==> config.mk <==
export PLATFORM = sky130hd
export DESIGN_NAME = beam_store_write
export DESIGN_NICKNAME = d
export VERILOG_FILES = /design/src/common/beam_geom_pkg.sv /design/src/beam_store/beam_store_write.sv
export SDC_FILE = /design/constraint.sdc
export NUM_CORES = 1
export LEC_CHECK = 0
export BUFFER_PORTS_ARGS = -buffer_cell sky130_fd_sc_hd__buf_2
export CAP_MARGIN = 25
export CORE_AREA = 10 10 502 504
export CTS_CLUSTER_SIZE = 25
export DETAILED_ROUTE_END_ITERATION = 7
export DIE_AREA = 0 0 512 514
export HOLD_SLACK_MARGIN = 0.1
export PLACE_DENSITY = 0.3
export SETUP_SLACK_MARGIN = 0.5
export SYNTH_ARGS = -nofsm -noshare
export SYNTH_HDL_FRONTEND = slang
export SYNTH_SLANG_ARGS = --single-unit
export TNS_END_PERCENT = 100
==> constraint.sdc <==
create_clock -name i_clk -period 5.23 [get_ports i_clk]
set_input_delay 1.046 -clock i_clk [delete_from_list [all_inputs] [get_ports i_clk]]
set_output_delay 1.046 -clock i_clk [all_outputs]
set_load 0.005 [all_outputs]
==> src/common/beam_geom_pkg.sv <==
// Sizes are fixed at 16 beams per row and 4 banks; the index and bank widths follow from them
`default_nettype none

package beam_geom_pkg;

    // --------------------
    // Row geometry
    // --------------------
    localparam int NUM_BEAMS  = 16;
    localparam int NUM_BANKS  = 4;
    localparam int NUM_CAND   = NUM_BEAMS * NUM_BANKS;
    localparam int SAMPLE_W   = 40;

    // Index widths
    localparam int CAND_IDX_W = $clog2(NUM_CAND);
    localparam int BANK_SEL_W = $clog2(NUM_BANKS);

    // --------------------
    // Row and index types
    // --------------------
    // One stored or output row, lane 0 in the low bits
    typedef logic [NUM_BEAMS-1:0][SAMPLE_W-1:0] beam_row_t;

    // All four bank outputs side by side, bank k at lanes 16k..16k+15
    typedef logic [NUM_CAND-1:0][SAMPLE_W-1:0] cand_row_t;

    // Per output lane, which candidate to take
    typedef logic [NUM_BEAMS-1:0][CAND_IDX_W-1:0] sort_idx_t;

endpackage

`default_nettype wire
==> src/beam_store/beam_store_write.sv <==
// Bursts must be gap-free and all four the same length; rows after the fourth eop are dropped
`default_nettype none

module beam_store_write #(
    parameter int ADDR_WIDTH = 11
) (
    input  logic                                   i_clk,
    input  logic                                   i_reset,
    input  logic                                   i_wr_valid,
    input  logic                                   i_wr_sop,
    input  logic                                   i_wr_eop,
    input  beam_geom_pkg::beam_row_t               i_wr_data,
    input  logic                                   i_sym_first,
    input  logic                                   i_replay_done,
    output logic [beam_geom_pkg::NUM_BANKS-1:0]    o_bank_wen,
    output logic [ADDR_WIDTH-1:0]                  o_wr_addr,
    output beam_geom_pkg::beam_row_t               o_wr_data,
    output logic                                   o_capture,
    output logic [ADDR_WIDTH:0]                    o_row_count
);
    import beam_geom_pkg::*;

    // One extra bit so the counter can park at NUM_BANKS
    logic [BANK_SEL_W:0]   burst_cnt;
    logic [ADDR_WIDTH-1:0] addr_cnt;
    logic [ADDR_WIDTH-1:0] wr_ptr;
    logic                  accept;

    assign accept = o_capture && i_wr_valid && (burst_cnt < NUM_BANKS);

    // A sop always lands at row 0
    assign wr_ptr = i_wr_sop ? '0 : addr_cnt;

    // --------------------
    // Capture state
    // --------------------
    always_ff @(posedge i_clk) begin
        if (i_reset) begin
            o_capture   <= 1'b0;
            burst_cnt   <= '0;
            addr_cnt    <= '0;
            o_row_count <= '0;
        end else if (i_sym_first) begin
            // Re-arm for a fresh set of four bursts
            o_capture <= 1'b1;
            burst_cnt <= '0;
            addr_cnt  <= '0;
        end else begin
            if (i_replay_done)
                o_capture <= 1'b0;
            if (accept) begin
                addr_cnt <= i_wr_eop ? '0 : wr_ptr + 1'b1;
                if (i_wr_eop) begin
                    burst_cnt <= burst_cnt + 1'b1;
                    if (burst_cnt == NUM_BANKS - 1)
                        o_row_count <= {1'b0, wr_ptr} + 1'b1;
                end
            end
        end
    end

    // --------------------
    // Bank write port
    // --------------------
    always_ff @(posedge i_clk) begin
        if (i_reset) begin
            o_bank_wen <= '0;
        end else begin
            o_bank_wen <= '0;
            if (accept)
                o_bank_wen[burst_cnt[BANK_SEL_W-1:0]] <= 1'b1;
        end
    end

    always_ff @(posedge i_clk) begin
        o_wr_addr <= wr_ptr;
        o_wr_data <= i_wr_data;
    end

    // Every burst opens with sop at row 0
    a_sop_first: assert property (@(posedge i_clk) disable iff (i_reset)
        (accept && (addr_cnt == '0)) |-> i_wr_sop);

endmodule

`default_nettype wire

Word-level counts from Yosys, hierarchy flattened --
Index checks and enable logic that the tools add are counted.
Storage, ports and cells: input port bits 647, output and inout bits 668, bits in registers 682, word-level logic and storage cells 45
Operators by class: $add $sub $neg 3, $lt $le $gt $ge 3, bitwise operators 2, reduce and logical (&&, ||, !) cells 8, equality and inequality tests 1, multiplexer cells 6
Operators with widths (count):
- $mux W11 | 2
- $add A11 B1 Y12 const B | 1
- $add A11 B1 Y11 const B | 1
- $reduce_and A4 Y1 | 1
- $reduce_or A2 Y1 | 2
- $add A3 B1 Y3 const B | 1
- $eq A3 B2 Y1 const B | 1
- $logic_and A1 B1 Y1 | 3
- $lt A2 B3 Y1 const B | 1
- $lt A3 B3 Y1 const B | 1
- $mux W1 | 3
- $demux W1 S2 | 1
- $ge A2 B1 Y1 const B | 1
- $not A1 Y1 | 2
- $reduce_and A2 Y1 | 1
- $reduce_bool A2 Y1 | 1

Longest topological paths before layout --
depth in word-level cells 4, mapped depth 8

Least setup slack after synthesis --
OpenSTA, ideal clock, no wires.
kind input-to-reg, from input i_wr_sop, to register addr_cnt[10], slack 2326 ps, required time 5108 ps, data arrival time 2782 ps, stages on the path 8, cells stage by stage clkbuf_1 -> clkbuf_1 -> nor2b_1 -> ha_1 -> and4b_1 -> nand4_1 -> nor4b_1 -> a311o_1
Between the ends: longest elaborated chain between the ends 3
RTL lines:
- from (decl) | line beam_store_write.sv:10 | input logic i_wr_sop,
- $mux W11 | line beam_store_write.sv:32 | assign wr_ptr = i_wr_sop ? '0 : addr_cnt;
- via wr_ptr[0] | line beam_store_write.sv:26 | logic [ADDR_WIDTH-1:0] wr_ptr;
- $add A11 B1 Y11 | line beam_store_write.sv:52 | addr_cnt <= i_wr_eop ? '0 : wr_ptr + 1'b1;
- $mux W11 | line beam_store_write.sv:52
- to (signal assigned) | line beam_store_write.sv:52
- to (decl) | line beam_store_write.sv:25 | logic [ADDR_WIDTH-1:0] addr_cnt;
The timed path passes the listed nets, and every way through them passes these cells. A chain may end at the register's enable or synchronous reset.

Worst setup path after layout --
Same ends and word-level chain as after synthesis.

==> results_dict.tcl <==
set metrics [dict create \
    outcome "finished clean" \
    critPathLaunch "i_wr_sop" \
    io-pin-count 1315 \
    r2r_setup_slack_ps 3050 \
    async_flop_share_pct 0 \
    synth_top_family_by_area "simple AND/OR/NAND/NOR gates" \
    setup-tns-final_ps 0 \
    drc 0 \
    fp.dieH_um 514 \
    worstPathRequired_ps 5820 \
    hold_viol_final 0 \
    setup_viol 0 \
    yosys.area_share.simple_pct 3.26 \
    worstSetupEndpoint "addr_cnt[10]" \
    row_count 181 \
    grt_pass1_vias 14200 \
    vias 13800 \
    synth_edf_count 0 \
    ys_types 40 \
    cts_hold_buffers 0 \
    synth_compound_area_share_pct 1.45 \
    synth.cell_area_um2 14600 \
    synth-xor-area-share_pct 0.541 \
    critical_path_buf_inv_count 1 \
    worstPathCellList "buf_2 > nor2b_1 > ha_1 > and4b_1 > nand4_1 > nor4b_1 > a311o_1" \
    gp_congestion 0.877 \
    cts_resized 0 \
    crit_cells 7 \
    period_share_pct 46.3 \
    irDropWorstVdd_v 0.000232 \
    period_needed_ps 2420 \
    yosys_warnings 0 \
    synth.mux.area_fraction_pct 0.0687 \
    rsz0062_at_grt "false" \
    leakage_nw 12.9 \
    cts_tree "done" \
    totalPowerFinal_mw 13.8 \
    crit_arrival_ps 3010 \
    clockBufferDepth 3 \
    cp-end-kind "flop" \
    yosys.area_share.adder_pct 0.515 \
    grt_max_degree 26 \
    r2r-start "addr_cnt[0]" \
    final_cell_mix "buf_2 (1314), dfxtp_1 (682), clkbuf_16 (97)" \
    ctsHtreeMaxLevel 3 \
    postCtsSetupBuffers 0 \
    vias_per_cell 2.47 \
    synth_area_per_cell_um2 17.7 \
    first_iter_violations 687 \
    powerDensity_nw_per_um2 480 \
    final_layout_size_suffix_gt1_share_pct 64.6 \
    path_delay_family "simple AND/OR/NAND/NOR gates" \
    cts_num_sinks 682 \
    synth_seq_cells 682 \
    slew-limit-headroom_pct 33.8 \
    antenna_found_initial 301 \
    syn_to_final_growth_pct 97.8 \
    clkTransAtPathRegs_ps 60 \
    max_freq_mhz 413 \
    port_buffers 1314 \
    coreArea_um2 242000 \
    track_usage_pct 13.4 \
    die_w_um 512 \
    first_pass_iters 5 \
    postSynthCellCount 823 \
    hp-class "input port to flop" \
    rr_endpoint "addr_cnt[10]" \
    numCtsBuffers 96 \
    synth_nets 1476 \
    rr_worst_depth 6 \
    startpoint_type "input port" \
    yosysSeqAreaShare_pct 93.7 \
    root_buffer "clkbuf_16" \
    final_net_count 2878 \
    crit_fanout 19 \
    dpl.hpwl_mm 168 \
    wirelength_mm 185 \
    die_area_um2 263000 \
    ant_nets 0 \
    slowest_delay_ps 350 \
    clk_latency_ps 710 \
    slew_viol_final 0 \
    crit_type "input port to flop" \
    grt_remaining_overflow 0 \
    final_common_cell "buf_2" \
    tightestPinTransition_ps 990 \
    start_util_pct 6.02 \
    crit_slowest_cell "a311o_1" \
    finish.utilization_pct 11.9 \
    drv_cap 0 \
    finalClockSkew_ps 5.53 \
    fin_hold_ws_ps 404 \
    wire_per_inst_um 33.2 \
    grt_pass1_wl_mm 215 \
    synth_ff_type "dfxtp_1" \
]
==> sequential cells by signal (all words and copies together), names as in the netlist <==
signal / flops
o_wr_data: 640
o_row_count: 12
addr_cnt: 11
o_wr_addr: 11
o_bank_wen: 4
burst_cnt: 3
o_capture: 1
==> worst register-to-register path, delay by kind of cell (launching register included) <==
kind	cells	cell delay [ps]
compound gates	1	350
simple gates	4	1040
flops	1	350
fa+ha+maj	1	320
==> worst min path at each step <==
stage	slack [ps]	cells past startpoint	to	start
after floorplan	450	2	o_row_count[11]	o_row_count[11]
after CTS	290	1	o_wr_data[583]	i_wr_data[583]
after global placement	460	2	o_row_count[11]	o_row_count[11]
final	400	1	o_wr_data[579]	i_wr_data[579]
after global routing	320	1	o_wr_data[230]	i_wr_data[230]
after detailed placement	450	2	o_row_count[11]	o_row_count[11]
==> cell usage after synthesis, drive strengths merged, types with 3 or more instances <==
cell type	number	share of area, %
nor2	16	0.41
dfxtp	682	94
nand2	9	0.23
nor2b	11	0.47
nor3b	6	0.34
or2	3	0.13
a21oi	11	0.38
clkbuf	8	0.21
nand3	5	0.17
or3	3	0.13
nand3b	5	0.26
a211oi	4	0.21
inv	6	0.15
xor2	4	0.24
ha	6	0.52
or4	4	0.21
nor3	3	0.10
xnor2	5	0.30
nand4b	3	0.28
o21ai	4	0.14
==> where the power goes <==
part           internal [mW]  switching [mW]
Sequential              5.46          0.0679
Clock                   4.49            2.89
Combinational          0.341           0.589
Total                   10.3            3.55
==> per-stage QoR <==
stage               setup slack [ps]  area [um^2]  std cells
floorplan                       2330        14600        823
global placement                2100        25100       5329
global route                    2710        28800       5540
detailed placement              2090        25100       5329
CTS                             2700        28700       5510
finish                          2810        28800       5564
==> layout make-up <==
type | count | area [um^2]
clock inverter | 55 | 867
fill | 27700 | 213000
tap | 3202 | 4010
timing repair buffer | 1314 | 6580
inverter | 6 | 22.5
multi-input combinational | 125 | 851
clock buffer | 126 | 2720
antenna | 54 | 135
sequential | 682 | 13700
==> cells by family after synthesis <==
group / after synthesis
AO/OA/AOI/OAI: 31
XOR/XNOR: 9
adder cells (fa/ha/maj): 6
buffers and inverters: 16
flip-flops: 682
multiplexers: 1
AND/OR/NAND/NOR: 78
==> per-layer routing <==
layer | track usage [%] | part of all wire (%)
met2 | 20.8 | 42
met5 | 0 | 0.21
met1 | 13.4 | 35
met3 | 12.2 | 20
met4 | 2.69 | 3.2
Power figures use the tool's default switching activity.
