`config.mk`:
```
export PLATFORM = sky130hd
export DESIGN_NAME = beam_store_read_flat
export DESIGN_NICKNAME = d
export VERILOG_FILES = /design/src/common/beam_stream_pkg.sv /design/src/common/beam_geom_pkg.sv /design/src/common/replay_seq_if.sv /design/src/beam_store/beam_store_read.sv /design/src/flat_wrapper.sv
export SDC_FILE = /design/constraint.sdc
export NUM_CORES = 1
export LEC_CHECK = 0
export ABC_CLOCK_PERIOD_IN_PS = 2200
export BUFFER_PORTS_ARGS = -buffer_cell sky130_fd_sc_hd__buf_2
export CORE_AREA = 2 2 134 136
export DETAILED_ROUTE_END_ITERATION = 10
export DIE_AREA = 0 0 136 138
export SLEW_MARGIN = 15
export SYNTH_ARGS = -nofsm -noshare
export SYNTH_HDL_FRONTEND = slang
export SYNTH_SLANG_ARGS = --single-unit
```
`constraint.sdc`:
```
create_clock -name i_clk -period 2.2 [get_ports i_clk]
set_input_delay 0.11 -clock i_clk [delete_from_list [all_inputs] [get_ports i_clk]]
set_output_delay 0.11 -clock i_clk [all_outputs]
set_load 0.01 [all_outputs]
```
`src/common/beam_stream_pkg.sv`:
```
// Stream sideband only; there is no ready signal, so every consumer must accept each valid cycle
`default_nettype none

package beam_stream_pkg;

    // IQ header word that travels with each row
    typedef logic [63:0] hdr_t;

    // Row framing
    typedef struct packed {
        logic valid;
        logic sop;
        logic eop;
    } frame_t;

endpackage

`default_nettype wire

```
`src/common/beam_geom_pkg.sv`:
```
// Sizes are fixed at 16 beams per row and 4 banks; the index and bank widths follow from them
`default_nettype none

package beam_geom_pkg;

    // --------------------
    // Row geometry
    // --------------------
    localparam int NUM_BEAMS  = 16;
    localparam int NUM_BANKS  = 4;
    localparam int NUM_CAND   = NUM_BEAMS * NUM_BANKS;
    localparam int SAMPLE_W   = 40;

    // Index widths
    localparam int CAND_IDX_W = $clog2(NUM_CAND);
    localparam int BANK_SEL_W = $clog2(NUM_BANKS);

    // --------------------
    // Row and index types
    // --------------------
    // One stored or output row, lane 0 in the low bits
    typedef logic [NUM_BEAMS-1:0][SAMPLE_W-1:0] beam_row_t;

    // All four bank outputs side by side, bank k at lanes 16k..16k+15
    typedef logic [NUM_CAND-1:0][SAMPLE_W-1:0] cand_row_t;

    // Per output lane, which candidate to take
    typedef logic [NUM_BEAMS-1:0][CAND_IDX_W-1:0] sort_idx_t;

endpackage

`default_nettype wire
```
`src/common/replay_seq_if.sv`:
```
// Replay read sequence; rd_first and rd_last mean nothing unless rd_en is high in the same cycle
`default_nettype none

interface replay_seq_if #(
    parameter int ADDR_WIDTH = 11
) ();

    logic                  rd_en;
    logic [ADDR_WIDTH-1:0] rd_addr;
    logic                  rd_first;
    logic                  rd_last;

    modport reader (output rd_en, output rd_addr, output rd_first, output rd_last);
    modport bank   (input rd_en, input rd_addr);
    modport sink   (input rd_en, input rd_addr, input rd_first, input rd_last);

endinterface

`default_nettype wire

```
`src/beam_store/beam_store_read.sv`:
```
// A new i_sort_sop must wait until the last row of the previous sweep; row count 0 is unsupported
`default_nettype none

module beam_store_read #(
    parameter int ADDR_WIDTH = 11
) (
    input  logic                      i_clk,
    input  logic                      i_reset,
    input  logic                      i_sort_sop,
    input  beam_geom_pkg::sort_idx_t  i_sort_idx,
    input  beam_stream_pkg::hdr_t     i_info,
    input  logic [ADDR_WIDTH:0]       i_row_count,
    replay_seq_if.reader              rd,
    output beam_geom_pkg::sort_idx_t  o_sort_idx,
    output beam_stream_pkg::hdr_t     o_hdr,
    output logic                      o_replay_done
);

    // --------------------
    // Address sweep
    // --------------------
    always_ff @(posedge i_clk) begin
        if (i_reset) begin
            rd.rd_en    <= 1'b0;
            rd.rd_addr  <= '0;
            rd.rd_first <= 1'b0;
            rd.rd_last  <= 1'b0;
        end else if (i_sort_sop) begin
            rd.rd_en    <= 1'b1;
            rd.rd_addr  <= '0;
            rd.rd_first <= 1'b1;
            rd.rd_last  <= (i_row_count == 1);
        end else if (rd.rd_en) begin
            if (rd.rd_last) begin
                rd.rd_en    <= 1'b0;
                rd.rd_first <= 1'b0;
                rd.rd_last  <= 1'b0;
            end else begin
                rd.rd_addr  <= rd.rd_addr + 1'b1;
                rd.rd_first <= 1'b0;
                // Next address is the last one
                rd.rd_last  <= ({1'b0, rd.rd_addr} + 2'd2 == i_row_count);
            end
        end
    end

    // Index and header stay put for the whole frame
    always_ff @(posedge i_clk) begin
        if (i_sort_sop) begin
            o_sort_idx <= i_sort_idx;
            o_hdr      <= i_info;
        end
    end

    assign o_replay_done = rd.rd_en && rd.rd_last;

    a_no_overlap: assert property (@(posedge i_clk) disable iff (i_reset)
        i_sort_sop |-> !rd.rd_en);

endmodule

`default_nettype wire

```
`src/flat_wrapper.sv`:
```
// flat-port wrapper written by rule: the top's interface ports become plain ports
module beam_store_read_flat 
#(
    parameter int ADDR_WIDTH = 11
)
  (i_clk, i_reset, i_sort_sop, i_sort_idx, i_info, i_row_count, o_sort_idx, o_hdr, o_replay_done, rd_rd_en, rd_rd_addr, rd_rd_first, rd_rd_last);
  replay_seq_if #(.ADDR_WIDTH(ADDR_WIDTH)) rd_i ();
  input  logic i_clk;
  input  logic i_reset;
  input  logic i_sort_sop;
  input  beam_geom_pkg::sort_idx_t i_sort_idx;
  input  beam_stream_pkg::hdr_t i_info;
  input  logic [ADDR_WIDTH:0] i_row_count;
  output beam_geom_pkg::sort_idx_t o_sort_idx;
  output beam_stream_pkg::hdr_t o_hdr;
  output logic o_replay_done;
  output wire logic [$bits(rd_i.rd_en)-1:0] rd_rd_en;
  output wire logic [$bits(rd_i.rd_addr)-1:0] rd_rd_addr;
  output wire logic [$bits(rd_i.rd_first)-1:0] rd_rd_first;
  output wire logic [$bits(rd_i.rd_last)-1:0] rd_rd_last;
  assign rd_rd_en = rd_i.rd_en;
  assign rd_rd_addr = rd_i.rd_addr;
  assign rd_rd_first = rd_i.rd_first;
  assign rd_rd_last = rd_i.rd_last;
  beam_store_read #(.ADDR_WIDTH(ADDR_WIDTH)) u_core (.i_clk(i_clk), .i_reset(i_reset), .i_sort_sop(i_sort_sop), .i_sort_idx(i_sort_idx), .i_info(i_info), .i_row_count(i_row_count), .rd(rd_i), .o_sort_idx(o_sort_idx), .o_hdr(o_hdr), .o_replay_done(o_replay_done));
endmodule
```
Word level (Yosys, flattened, before mapping)
Index checks and enable logic that the tools add are counted.
Widths: inputs -> output; s select.
{"block": "word_totals", "elab_cells": 38, "register_bits": 174, "out_inout_bits": 175}
{"block": "classes", "n_eq_ne": 2, "n_reduce_logical": 4, "n_addsub": 2, "muxes": 8, "bitwise_logic": 1}
{"operator": "$add 11x2->12 const B", "count": 1}
{"operator": "$eq 12x1->1 const B", "count": 1}
{"operator": "$eq 12x12->1", "count": 1}
{"operator": "$add 11x1->11 const B", "count": 1}
{"operator": "$mux 1", "count": 8}
{"operator": "$reduce_and 2->1", "count": 1}
{"operator": "$reduce_bool 2->1", "count": 1}
{"operator": "$reduce_or 2->1", "count": 1}
{"operator": "$logic_and 1x1->1", "count": 1}
{"operator": "$not 1->1", "count": 1}

Logic depth before layout (Yosys ltp)
Gate-level depths: netlist (run 1).
{"block": "logic_depth", "depth_word": 5, "mapped_depth": 6, "depth_no_buf": 6}

Worst setup path after synthesis (run 1)
No wires, ideal clock.
{"block": "synth_path", "path_kind": "flip-flop to flip-flop", "from": "register u_core.rd.rd_addr[1]", "to": "register u_core.rd.rd_last", "setup_slack_ns": 0.299, "n_path_buf": 0, "synth_period_minus_slack_ns": 1.901, "path_stages_with_launch": 7, "arrival_ns": 1.842, "setup_time_ns": 0.059, "path_cell_list": "dfxtp_1 > ha_1 > nand4_2 > o21a_1 > or4_1 > o211ai_1 > a41o_1"}
{"block": "synth_between", "elab_chain_cells": 5}
{"item": "start: declaration", "line": "replay_seq_if.sv:13", "rtl": "modport reader (output rd_en, output rd_addr, output rd_first, output rd_last);"}
{"item": "start signal: assignment", "line": "beam_store_read.sv:39", "rtl": "rd.rd_addr <= rd.rd_addr + 1'b1;"}
{"item": "$add 11x2->12", "line": "beam_store_read.sv:42", "rtl": "rd.rd_last <= ({1'b0, rd.rd_addr} + 2'd2 == i_row_count);"}
{"item": "$eq 12x12->1", "line": "beam_store_read.sv:42"}
{"item": "$mux 1", "line": "beam_store_read.sv:34", "rtl": "if (rd.rd_last) begin"}
{"item": "$mux 1", "line": "beam_store_read.sv:33", "rtl": "end else if (rd.rd_en) begin"}
{"item": "$mux 1", "line": "beam_store_read.sv:28", "rtl": "end else if (i_sort_sop) begin"}
{"item": "end signal: assignment", "line": "beam_store_read.sv:32", "rtl": "rd.rd_last <= (i_row_count == 1);"}
{"item": "end signal: assignment", "line": "beam_store_read.sv:42"}
{"item": "end: declaration", "line": "replay_seq_if.sv:13"}
No other way between the ends. The select of a mux whose other input is x is not followed.
A chain may end at the register's enable or synchronous reset.

==> results.tsv, run 1 <==
stage	metric	value	unit
place	dpl-instance-area	0.00785	mm2
job	drv_cap	0	
synth	synth_area_per_cell	20.7	um2
final_layout	finalInstanceArea	0.0100	mm2
final_layout	syn2layout_area_growth	73.3	%
critical_path	start_kind	input port	
timing	tns	0	ps
route	drt-vias-per-instance	4.35	
clock_network	cts_setup_buffers	0	
clock_network	cts_buffers	17	
timing	finalCritPeriodShare	0.833	
hold_path	min_path_cells	3	
synth	synth_nets	458	
synth	yosys.area.top_type	edfxtp_1	
global_routing	grt_usage	0.184	
synth	yosysWarnings	0	
floorplanning	die_x	136	um
synth	synth_top_cells_by_count	160 x edfxtp_1, 15 x nor2_1, 14 x dfxtp_1, 13 x xnor2_1, 13 x xor2_1	
synth	synthArstFlopShare	0	
run_status	status	complete, no violations	
pwr	powerDensity	775	mW/mm2
synth	yosysMostFrequentCell	edfxtp_1	
timing	rsz0062_at_grt	no	
critical_path	rr_worst_depth	6	
synth	ys_types	34	
timing	fmax	0.546	GHz
clock_network	root_buffer	clkbuf_16	
floorplanning	num_rows	49	
clock_network	ctsHoldBuffers	161	
hold_path	hold_start	i_sort_sop	
timing	finalSetupViolations	0	
route	drt_pass1_iterations	5	
final_layout	fillers	1424	
timing	fin_skew	7.44	ps
route	via_count	4575	
route	wl_per_cell	16.7	um
timing	hold_viol_final	0	
final_layout	insertedDiodeCount	0	
floorplanning	initial_utilization	0.330	
critical_path	crit-reg2reg-launch	u_core.rd.rd_addr[2]$_SDFFE_PP0P_	
synth	synthFlopType	edfxtp_1	
critical_path	arrival	2200	ps
synth	netlist_area	0.00579	mm2
clock_network	cts_tree	yes	
clock_network	clock_latency	430	ps
critical_path	crit_fanout	12	
synth	synth_top_area_frac	0.830	
global_routing	grt_pass1_wl	26.1	mm
route	routed_wl	17.6	mm
timing	finalCriticalPeriod	1830	ps
timing	relSlewSlack	0.330	
timing	worst_slew_pin_slew	1010	ps
global_routing	antenna_found_initial	0	
synth	synthCells	280	
global_routing	grt_pass1_vias	4972	
global_routing	grt_max_degree	165	
clock_network	htree_levels	4	
pwr	ir_drop	0.510	mV
global_routing	globalRouteOverflowTotal	0	
final_layout	drive_gt1_frac	0.473	
clock_network	cts_resized	0	
place	place.gp.congestion	0.865	
place	hpwl	11.8	mm
floorplanning	dieHeight	138	um
synth	netlist_top_cells_area	edfxtp_1 83%, dfxtp_1 4.8%, xnor2_1 2.0%	
route	drc	0	
floorplanning	core_area	0.0175	mm2
critical_path	critPathRequiredTime	2570	ps
floorplanning	ioPinCount	350	
clock_network	cts_buffer_depth	2	
floorplanning	die_area	0.0188	mm2
clock_network	numClockSinks	174	
hold_path	hold_class	in2reg	
pwr	p_leak	4.29	nW
synth	synth-seq-cells	174	
synth	synth-seq-area-share	0.878	
critical_path	end_kind	flop	
clock_network	path_clk_slew	70	ps
route	drt_iter0_drc	164	
place	port_buffers	349	
synth	synth_edf_count	160	
timing	drv_slew	0	
timing	holdWs	136	ps
final_layout	layout.nets	988	
route	ant_nets	0	
critical_path	crit_type	in2reg	
critical_path	setup.worst_path.start	i_reset	
==> kinds of logic (layout without fill, tap and decap cells) <==
family	after synthesis	after routing	share of synthesized area
AO/OA/AOI/OAI	11	11	0.0117
XOR/XNOR	26	26	0.0393
adder cells (fa/ha/maj)	3	3	0.00648
buffers and inverters	6	549	0.00713
flip-flops	174	174	0.878
multiplexers	2	2	0.00346
AND/OR/NAND/NOR	58	58	0.0536
==> cell type report <==
class                           instances  area [um2]  share of cell area
Clock buffer                           18         429              0.0428
Timing Repair Buffer                  515        3410               0.340
Multi-Input combinational cell        100         663              0.0661
Sequential cell                       174        5080               0.507
Tap cell                              229         287              0.0286
Clock inverter                         14         148              0.0147
Inverter                                2        7.51            0.000748
==> placed cells by master, fill, tap and decap left out, types with 4 or more instances in the layout <==
cell	count
nor2_1	15
nor3_1	4
dfxtp_1	14
nor4_1	4
inv_6	4
buf_2	348
xnor2_1	13
nand3_1	9
xor2_1	13
buf_4	4
clkbuf_16	17
a21oi_1	4
nand2_1	7
inv_8	4
edfxtp_1	160
dlygate4sd3_1	161
==> registers in the layout, indices dropped and copies added (netlist names) <==
register and flops:
u_core.o_hdr 64, u_core.rd.rd_last 1, u_core.rd.rd_en 1, u_core.rd.rd_addr 11, u_core.rd.rd_first 1, u_core.o_sort_idx 96
==> routing by layer <==
layer / part of all wire / track usage
met1: 0.37 / 0.197
met2: 0.51 / 0.322
met3: 0.088 / 0.0678
met4: 0.029 / 0.0768
met5: 0 / 0
==> power breakdown <==
group	switching (mW)	leakage [nW]	total [mW]	internal (mW)
Combinational	0.417	2.33	0.891	0.475
Clock	1.33	0.280	2.93	1.60
Sequential	0.0680	1.68	3.95	3.88
Total	1.81	4.29	7.77	5.96
==> path summary, 6_finish.rpt <==
| path | end | slack, ps |
|---|---|---|
| setup / recovery | u_core.rd.rd_last$_SDFFE_PP0P_ | 370 |
| hold / removal | u_core.rd.rd_addr[5]$_SDFFE_PP0P_ | 140 |
| setup reg to reg | u_core.rd.rd_last$_SDFFE_PP0P_ | 380 |
| hold reg to reg | u_core.rd.rd_first$_SDFFE_PP0P_ | 540 |
==> worst max-delay path: stages <==
cell	delay, ps
dlygate4sd3_1	540
buf_2	150
or2_2	390
nor4b_1	330
nand3_1	130
nor4_1	330
a41o_1	210
==> per-stage QoR <==
stage / util / instances / setup slack, ps / power, mW
2_1_floorplan: - / 280 / 299 / 4.19
3_3_place_gp: 0.447 / 859 / 396 / 4.66
3_5_place_dp: 0.447 / 859 / 419 / 4.68
4_1_cts: 0.572 / 1052 / 375 / 7.85
5_1_grt: 0.572 / 1052 / 259 / 8.06
6_report: 0.572 / 1052 / 368 / 7.77
(Power assumes the default switching activity.)
==> inputs of run 2 (changes only) <==
--- a/config.mk
+++ b/config.mk
@@ -5,11 +5,13 @@
 export SDC_FILE = /design/constraint.sdc
 export NUM_CORES = 1
 export LEC_CHECK = 0
-export ABC_CLOCK_PERIOD_IN_PS = 2200
+export ABC_AREA = 1
+export ABC_CLOCK_PERIOD_IN_PS = 1600
 export BUFFER_PORTS_ARGS = -buffer_cell sky130_fd_sc_hd__buf_2
-export CORE_AREA = 2 2 134 136
+export CORE_AREA = 2 2 137 139
 export DETAILED_ROUTE_END_ITERATION = 10
-export DIE_AREA = 0 0 136 138
+export DIE_AREA = 0 0 139 141
+export PLACE_DENSITY = 0.65
 export SLEW_MARGIN = 15
 export SYNTH_ARGS = -nofsm -noshare
 export SYNTH_HDL_FRONTEND = slang
==> constraint.sdc (replaced) <==
create_clock -name i_clk -period 1.6 [get_ports i_clk]
set_input_delay 0.08 -clock i_clk [delete_from_list [all_inputs] [get_ports i_clk]]
set_output_delay 0.08 -clock i_clk [all_outputs]
set_load 0.01 [all_outputs]
==> run 2 against run 1 <==
Sequential power rose by 37%. Cell area rose by 2.4%. Power rose by 40%. Clock skew rose by 1.6 ps. Wire length rose by 3.7%. Final cell count rose by 6.8%. First-iteration DRC count rose by 16%.
==> results.tsv, run 2 <==
stage	metric	value	unit
global_routing	grt_pass1_wl	27.0	mm
final_layout	layout.nets	1055	
synth	ys_types	26	
synth	synthCells	334	
final_layout	largest-register	u_core.o_sort_idx	
critical_path	crit_chain	ha_1, nand2_1, nor2_2, nand3_2, or2_0, o21ai_1, a21oi_1	
job	drv_cap	0	
critical_path	setup.worst_path.start	u_core.rd.rd_addr[0]$_SDFFE_PP0P_	
synth	synth_top_cells_by_count	160 x edfxtp_1, 50 x nand2_1, 28 x inv_1, 21 x nor2_1, 14 x dfxtp_1	
clock_network	cts_buffer_depth	2	
route	drt_pass1_iterations	5	
final_layout	regArea	0.00510	mm2
route	via_count	4820	
timing	fin_skew	9.04	ps
hold_path	min_path_cells	1	
final_layout	syn2layout_area_growth	75.4	%
final_layout	multi_input_area	673	um2
floorplanning	die_x	139	um
critical_path	crit_fanout	5	
clock_network	numClockSinks	174	
clock_network	cts_setup_buffers	0	
timing	finalSetupViolations	0	
final_layout	insertedDiodeCount	0	
global_routing	grt_usage	0.181	
timing	fmax	0.687	GHz
hold_path	hold_start	i_sort_sop	
timing	worst_slew_pin_slew	329	ps
place	port_buffers	349	
place	numPlacedInstances	931	
timing	drv_slew	0	
timing	finalCritPeriodShare	0.909	
hold_path	hold_class	in2reg	
timing	rsz0062_at_grt	no	
final_layout	fillers	1470	
floorplanning	num_rows	50	
clock_network	path_clk_slew	70	ps
place	hpwl	12.5	mm
final_layout	final_cell_count_no_fill	1124	
run_status	status	complete, no violations	
timing	finalCriticalPeriod	1460	ps
critical_path	end_kind	flop	
clock_network	cts_tree	yes	
pwr	p_leak	4.47	nW
route	drc	0	
final_layout	post-route-util	0.563	
floorplanning	die_area	0.0196	mm2
floorplanning	dieHeight	141	um
global_routing	grt_pass1_vias	4871	
floorplanning	core_area	0.0183	mm2
synth	netlist_area	0.00586	mm2
clock_network	htree_levels	4	
place	place.gp.congestion	0.870	
pwr	powerDensity	1060	mW/mm2
synth	synthFlopType	edfxtp_1	
critical_path	crit-reg2reg-launch	u_core.rd.rd_addr[0]$_SDFFE_PP0P_	
clock_network	root_buffer	clkbuf_16	
global_routing	globalRouteOverflowTotal	0	
synth	synth_top_area_frac	0.820	
clock_network	clock_latency	420	ps
route	wl_per_cell	16.2	um
floorplanning	ioPinCount	350	
timing	tns	0	ps
synth	synth_nets	512	
synth	netlist_top_cells_area	edfxtp_1 82%, dfxtp_1 4.8%, nand2_1 3.2%	
route	drt_iter0_drc	190	
synth	synth-seq-cells	174	
synth	yosysMostFrequentCell	edfxtp_1	
timing	hold_viol_final	0	
final_layout	drive_gt1_frac	0.463	
global_routing	grt_max_degree	44	
critical_path	arrival	1760	ps
critical_path	start_kind	flop	
route	routed_wl	18.2	mm
route	ant_nets	0	
timing	holdWs	39.5	ps
critical_path	crit_type	reg2reg	
route	drt-vias-per-instance	4.29	
critical_path	critPathRequiredTime	1900	ps
final_layout	final_cell_mix	348 x buf_2, 161 x dlygate4sd3_1, 160 x edfxtp_1, 50 x nand2_1, 28 x inv_1	
synth	synth-seq-area-share	0.868	
synth	synth_area_per_cell	17.5	um2
final_layout	final_common_cell	buf_2	
critical_path	critPathSlowestCell	dfxtp_1	
global_routing	antenna_found_initial	0	
critical_path	slowest_delay	400	ps
clock_network	cts_buffers	17	
final_layout	largest_reg_flops	96	
critical_path	rr_worst_depth	7	
synth	synthArstFlopShare	0	
final_layout	largest_registers	u_core.o_sort_idx x96, u_core.o_hdr x64, u_core.rd.rd_addr x11	
floorplanning	initial_utilization	0.321	
pwr	ir_drop	0.697	mV
timing	relSlewSlack	0.780	
synth	yosysWarnings	0	
pwr	finalPower	10.8	mW
synth	synth_edf_count	160	
synth	yosys.area.top_type	edfxtp_1	
-- run 2: final timing paths --
kind,endpoint,slack (ps)
max,u_core.rd.rd_addr[8]$_SDFFE_PP0P_,140
min,u_core.o_sort_idx[12]$_DFFE_PP_,40
max reg2reg,u_core.rd.rd_addr[8]$_SDFFE_PP0P_,140
min reg2reg,u_core.rd.rd_first$_SDFFE_PP0P_,470
-- run 2: where the power goes --
group / switching (mW) / total [mW] / internal, mW
clock: 1.92 / 4.16 / 2.24
sequential: 0.0989 / 5.43 / 5.33
combinational: 0.595 / 1.26 / 0.668
total: 2.61 / 10.8 / 8.24
-- run 2: kinds of logic (layout without fill, tap and decap cells) --
| family | after synthesis | in the layout | synth area share |
|---|---|---|---|
| xor gates and xnor gates | 8 | 8 | 0.0132 |
| buffers and inverters | 28 | 584 | 0.0179 |
| and+or+nand+nor | 97 | 97 | 0.0726 |
| AOI/OAI and AO/OA | 24 | 24 | 0.0222 |
| DFF | 174 | 174 | 0.868 |
| adders and majority gates | 3 | 3 | 0.00641 |
-- run 2: repair_timing --
action	CTS	global route
gates resized for setup	0	9
hold endpoints to repair	163	0
hold buffers	161	0
setup endpoints to repair	0	4
-- run 2: cell type report --
class	count	area share
Clock inverter	15	0.0174
Timing Repair Buffer	524	0.341
Multi-Input combinational cell	132	0.0655
Sequential cell	174	0.496
Inverter	28	0.0102
Tap cell	234	0.0285
Clock buffer	17	0.0414
-- run 2: routing by layer --
layer,up-vias,wire length (um),track usage,part of all wire
met2,205,9680,0.326,0.53
met3,22,1170,0.0476,0.064
met4,0,258,0.0510,0.014
met5,-,0,0,0
met1,2298,7120,0.214,0.39
li1,2295,-,-,-
-- run 2: critical path: cells and delay by family, from the launching register on --
kind | cells | cell delay, ps
compound gates | 2 | 160
fa+ha+maj | 1 | 170
flops | 1 | 400
simple gates | 4 | 600
-- run 2: per-stage QoR --
stage	cell area, um2	setup WS (ps)
6_report	10300	145
5_1_grt	10300	15.2
4_1_cts	10300	22.9
3_5_place_dp	8050	33.1
3_3_place_gp	8050	93.9
2_1_floorplan	5860	125
==> inputs of run 3 (changes only) <==
--- a/config.mk
+++ b/config.mk
@@ -6,11 +6,11 @@
 export NUM_CORES = 1
 export LEC_CHECK = 0
 export ABC_AREA = 1
-export ABC_CLOCK_PERIOD_IN_PS = 1600
+export ABC_CLOCK_PERIOD_IN_PS = 1900
 export BUFFER_PORTS_ARGS = -buffer_cell sky130_fd_sc_hd__buf_2
-export CORE_AREA = 2 2 137 139
+export CORE_AREA = 2 2 134 136
 export DETAILED_ROUTE_END_ITERATION = 10
-export DIE_AREA = 0 0 139 141
+export DIE_AREA = 0 0 136 138
 export PLACE_DENSITY = 0.65
 export SLEW_MARGIN = 15
 export SYNTH_ARGS = -nofsm -noshare
==> constraint.sdc (replaced) <==
create_clock -name i_clk -period 1.9 [get_ports i_clk]
set_input_delay 0.095 -clock i_clk [delete_from_list [all_inputs] [get_ports i_clk]]
set_output_delay 0.095 -clock i_clk [all_outputs]
set_load 0.01 [all_outputs]
==> run 3 against run 2 <==
Sequential cell count did not move. Critical path type unchanged. Cell area is 0.80% lower. Sequential power down 16%.
==> results.tsv, run 3 (synthesis gave the netlist of run 2 again) <==
stage	metric	value	unit
timing	hold_viol_final	0	
pwr	powerDensity	915	mW/mm2
global_routing	grt_max_degree	83	
timing	fmax	0.621	GHz
final_layout	final_cell_count_no_fill	1109	
timing	worst_slew_pin_slew	435	ps
final_layout	largest_reg_flops	96	
critical_path	end_kind	flop	
place	numPlacedInstances	916	
clock_network	cts_buffer_depth	2	
hold_path	min_path_cells	1	
route	ant_nets	0	
timing	rsz0062_at_grt	no	
clock_network	root_buffer	clkbuf_16	
final_layout	final_cell_mix	348 x buf_2, 161 x dlygate4sd3_1, 160 x edfxtp_1, 50 x nand2_1, 28 x inv_1	
final_layout	largest_registers	u_core.o_sort_idx x96, u_core.o_hdr x64, u_core.rd.rd_addr x11	
place	hpwl	12.4	mm
final_layout	syn2layout_area_growth	74.0	%
pwr	p_leak	4.42	nW
final_layout	final_common_cell	buf_2	
job	drv_cap	0	
critical_path	slowest_delay	480	ps
route	wl_per_cell	16.9	um
critical_path	start_kind	flop	
floorplanning	core_area	0.0175	mm2
global_routing	globalRouteOverflowTotal	0	
clock_network	clock_latency	420	ps
run_status	status	complete, no violations	
clock_network	htree_levels	4	
floorplanning	die_x	136	um
critical_path	crit_type	reg2reg	
route	drc	0	
route	drt-vias-per-instance	4.33	
global_routing	grt_usage	0.196	
clock_network	cts_tree	yes	
timing	tns	0	ps
clock_network	cts_resized	0	
timing	finalSetupViolations	0	
route	drt_pass1_iterations	4	
critical_path	cp_num_buf_inv	1	
final_layout	drive_gt1_frac	0.448	
hold_path	hold_class	in2reg	
timing	finalCritPeriodShare	0.848	
place	place.gp.congestion	0.888	
floorplanning	dieHeight	138	um
critical_path	rr_worst_depth	11	
critical_path	critPathSlowestCell	dfxtp_1	
clock_network	numClockSinks	174	
global_routing	grt_pass1_vias	4954	
clock_network	cts_buffers	17	
pwr	finalPower	9.33	mW
global_routing	grt_pass1_wl	27.2	mm
critical_path	rr_endpoint	u_core.rd.rd_last$_SDFFE_PP0P_	
timing	drv_slew	0	
floorplanning	die_area	0.0188	mm2
floorplanning	initial_utilization	0.334	
critical_path	cpLargestDelayFamily	simple AND/OR/NAND/NOR gates	
place	port_buffers	349	
critical_path	cpMostUsedCell	nand2_1	
clock_network	path_clk_slew	70	ps
final_layout	layout.nets	1045	
timing	fin_skew	1.80	ps
timing	finalCriticalPeriod	1610	ps
floorplanning	num_rows	49	
hold_path	min_to	u_core.o_sort_idx[31]$_DFFE_PP_	
final_layout	largest-register	u_core.o_sort_idx	
timing	relSlewSlack	0.710	
global_routing	antenna_found_initial	0	
critical_path	critPathRequiredTime	2260	ps
hold_path	hold_start	i_sort_sop	
critical_path	crit-reg2reg-launch	u_core.rd.rd_addr[1]$_SDFFE_PP0P_	
critical_path	arrival	1970	ps
critical_path	crit_chain	ha_1, inv_1, nand2_1, nand2_1, nand2_1, nand2_1, nor2_1, nand3_1, nor2_1, nand3_1, a21oi_2	
final_layout	fillers	1388	
critical_path	reg2reg_slack	290	ps
route	via_count	4807	
route	drt_iter0_drc	205	
critical_path	crit_fanout	8	
pwr	ir_drop	0.598	mV
floorplanning	ioPinCount	350	
route	routed_wl	18.8	mm
final_layout	insertedDiodeCount	0	
[run 3: final cells by class]
type | count | area, um2 | area share
clock inverters | 14 | 200 | 0.0196
multi-input cells | 132 | 671 | 0.0658
repair buffers | 514 | 3420 | 0.335
well taps | 229 | 287 | 0.0281
inverters | 28 | 105 | 0.0103
flip-flops and latches | 174 | 5080 | 0.499
clock buffers | 18 | 429 | 0.0421
[run 3: power by group]
group	switching [mW]	internal [mW]
Clock	1.57	2.13
Combinational	0.506	0.550
Sequential	0.0801	4.49
[run 3: metal layers]
metal  wire length (um)  global-route usage  vias to the layer above
met5                  0                   0                        -
met3               1360              0.0598                       57
met1               6930               0.211                     2250
met4                943               0.114                        0
li1                   -                   -                     2281
met2               9520               0.338                      219
[run 3: worst max path at each step]
stage	startpoint	end	slack [ps]	cells after the start
6_report	u_core.rd.rd_addr[1]$_SDFFE_PP0P_	u_core.rd.rd_last$_SDFFE_PP0P_	290	11
5_1_grt	u_core.rd.rd_addr[1]$_SDFFE_PP0P_	u_core.rd.rd_last$_SDFFE_PP0P_	70	11
4_1_cts	u_core.rd.rd_addr[1]$_SDFFE_PP0P_	u_core.rd.rd_last$_SDFFE_PP0P_	270	11
3_5_place_dp	u_core.rd.rd_addr[1]$_SDFFE_PP0P_	u_core.rd.rd_last$_SDFFE_PP0P_	290	11
3_3_place_gp	u_core.rd.rd_addr[1]$_SDFFE_PP0P_	u_core.rd.rd_last$_SDFFE_PP0P_	340	11
2_1_floorplan	u_core.rd.rd_addr[1]$_SDFFE_PP0P_	u_core.rd.rd_addr[8]$_SDFFE_PP0P_	420	7
[run 3: repair_timing]
action	4_1_cts	5_1_grt
hold buffers	161	0
endpoints found under the hold margin	163	0
buffers inserted	0	0
[run 3: worst register-to-register path: cells and delay by family (launching register included)]
| family | cells | cell delay [ps] |
|---|---|---|
| adder cells (fa/ha/maj) | 1 | 310 |
| buffers and inverters | 1 | 70 |
| flip-flops | 1 | 480 |
| AO/OA/AOI/OAI | 1 | 120 |
| AND/OR/NAND/NOR | 8 | 570 |
[run 3: stage by stage]
stage / hold WS [ps] / utilization / cell area [um2] / setup slack [ps]
floorplan: 157 / - / 5860 / 425
global placement: 271 / 0.454 / 7960 / 339
detailed placement: 273 / 0.454 / 7960 / 289
CTS: 75.1 / 0.581 / 10200 / 272
global route: 92.9 / 0.581 / 10200 / 66.2
finish: 88.8 / 0.581 / 10200 / 289
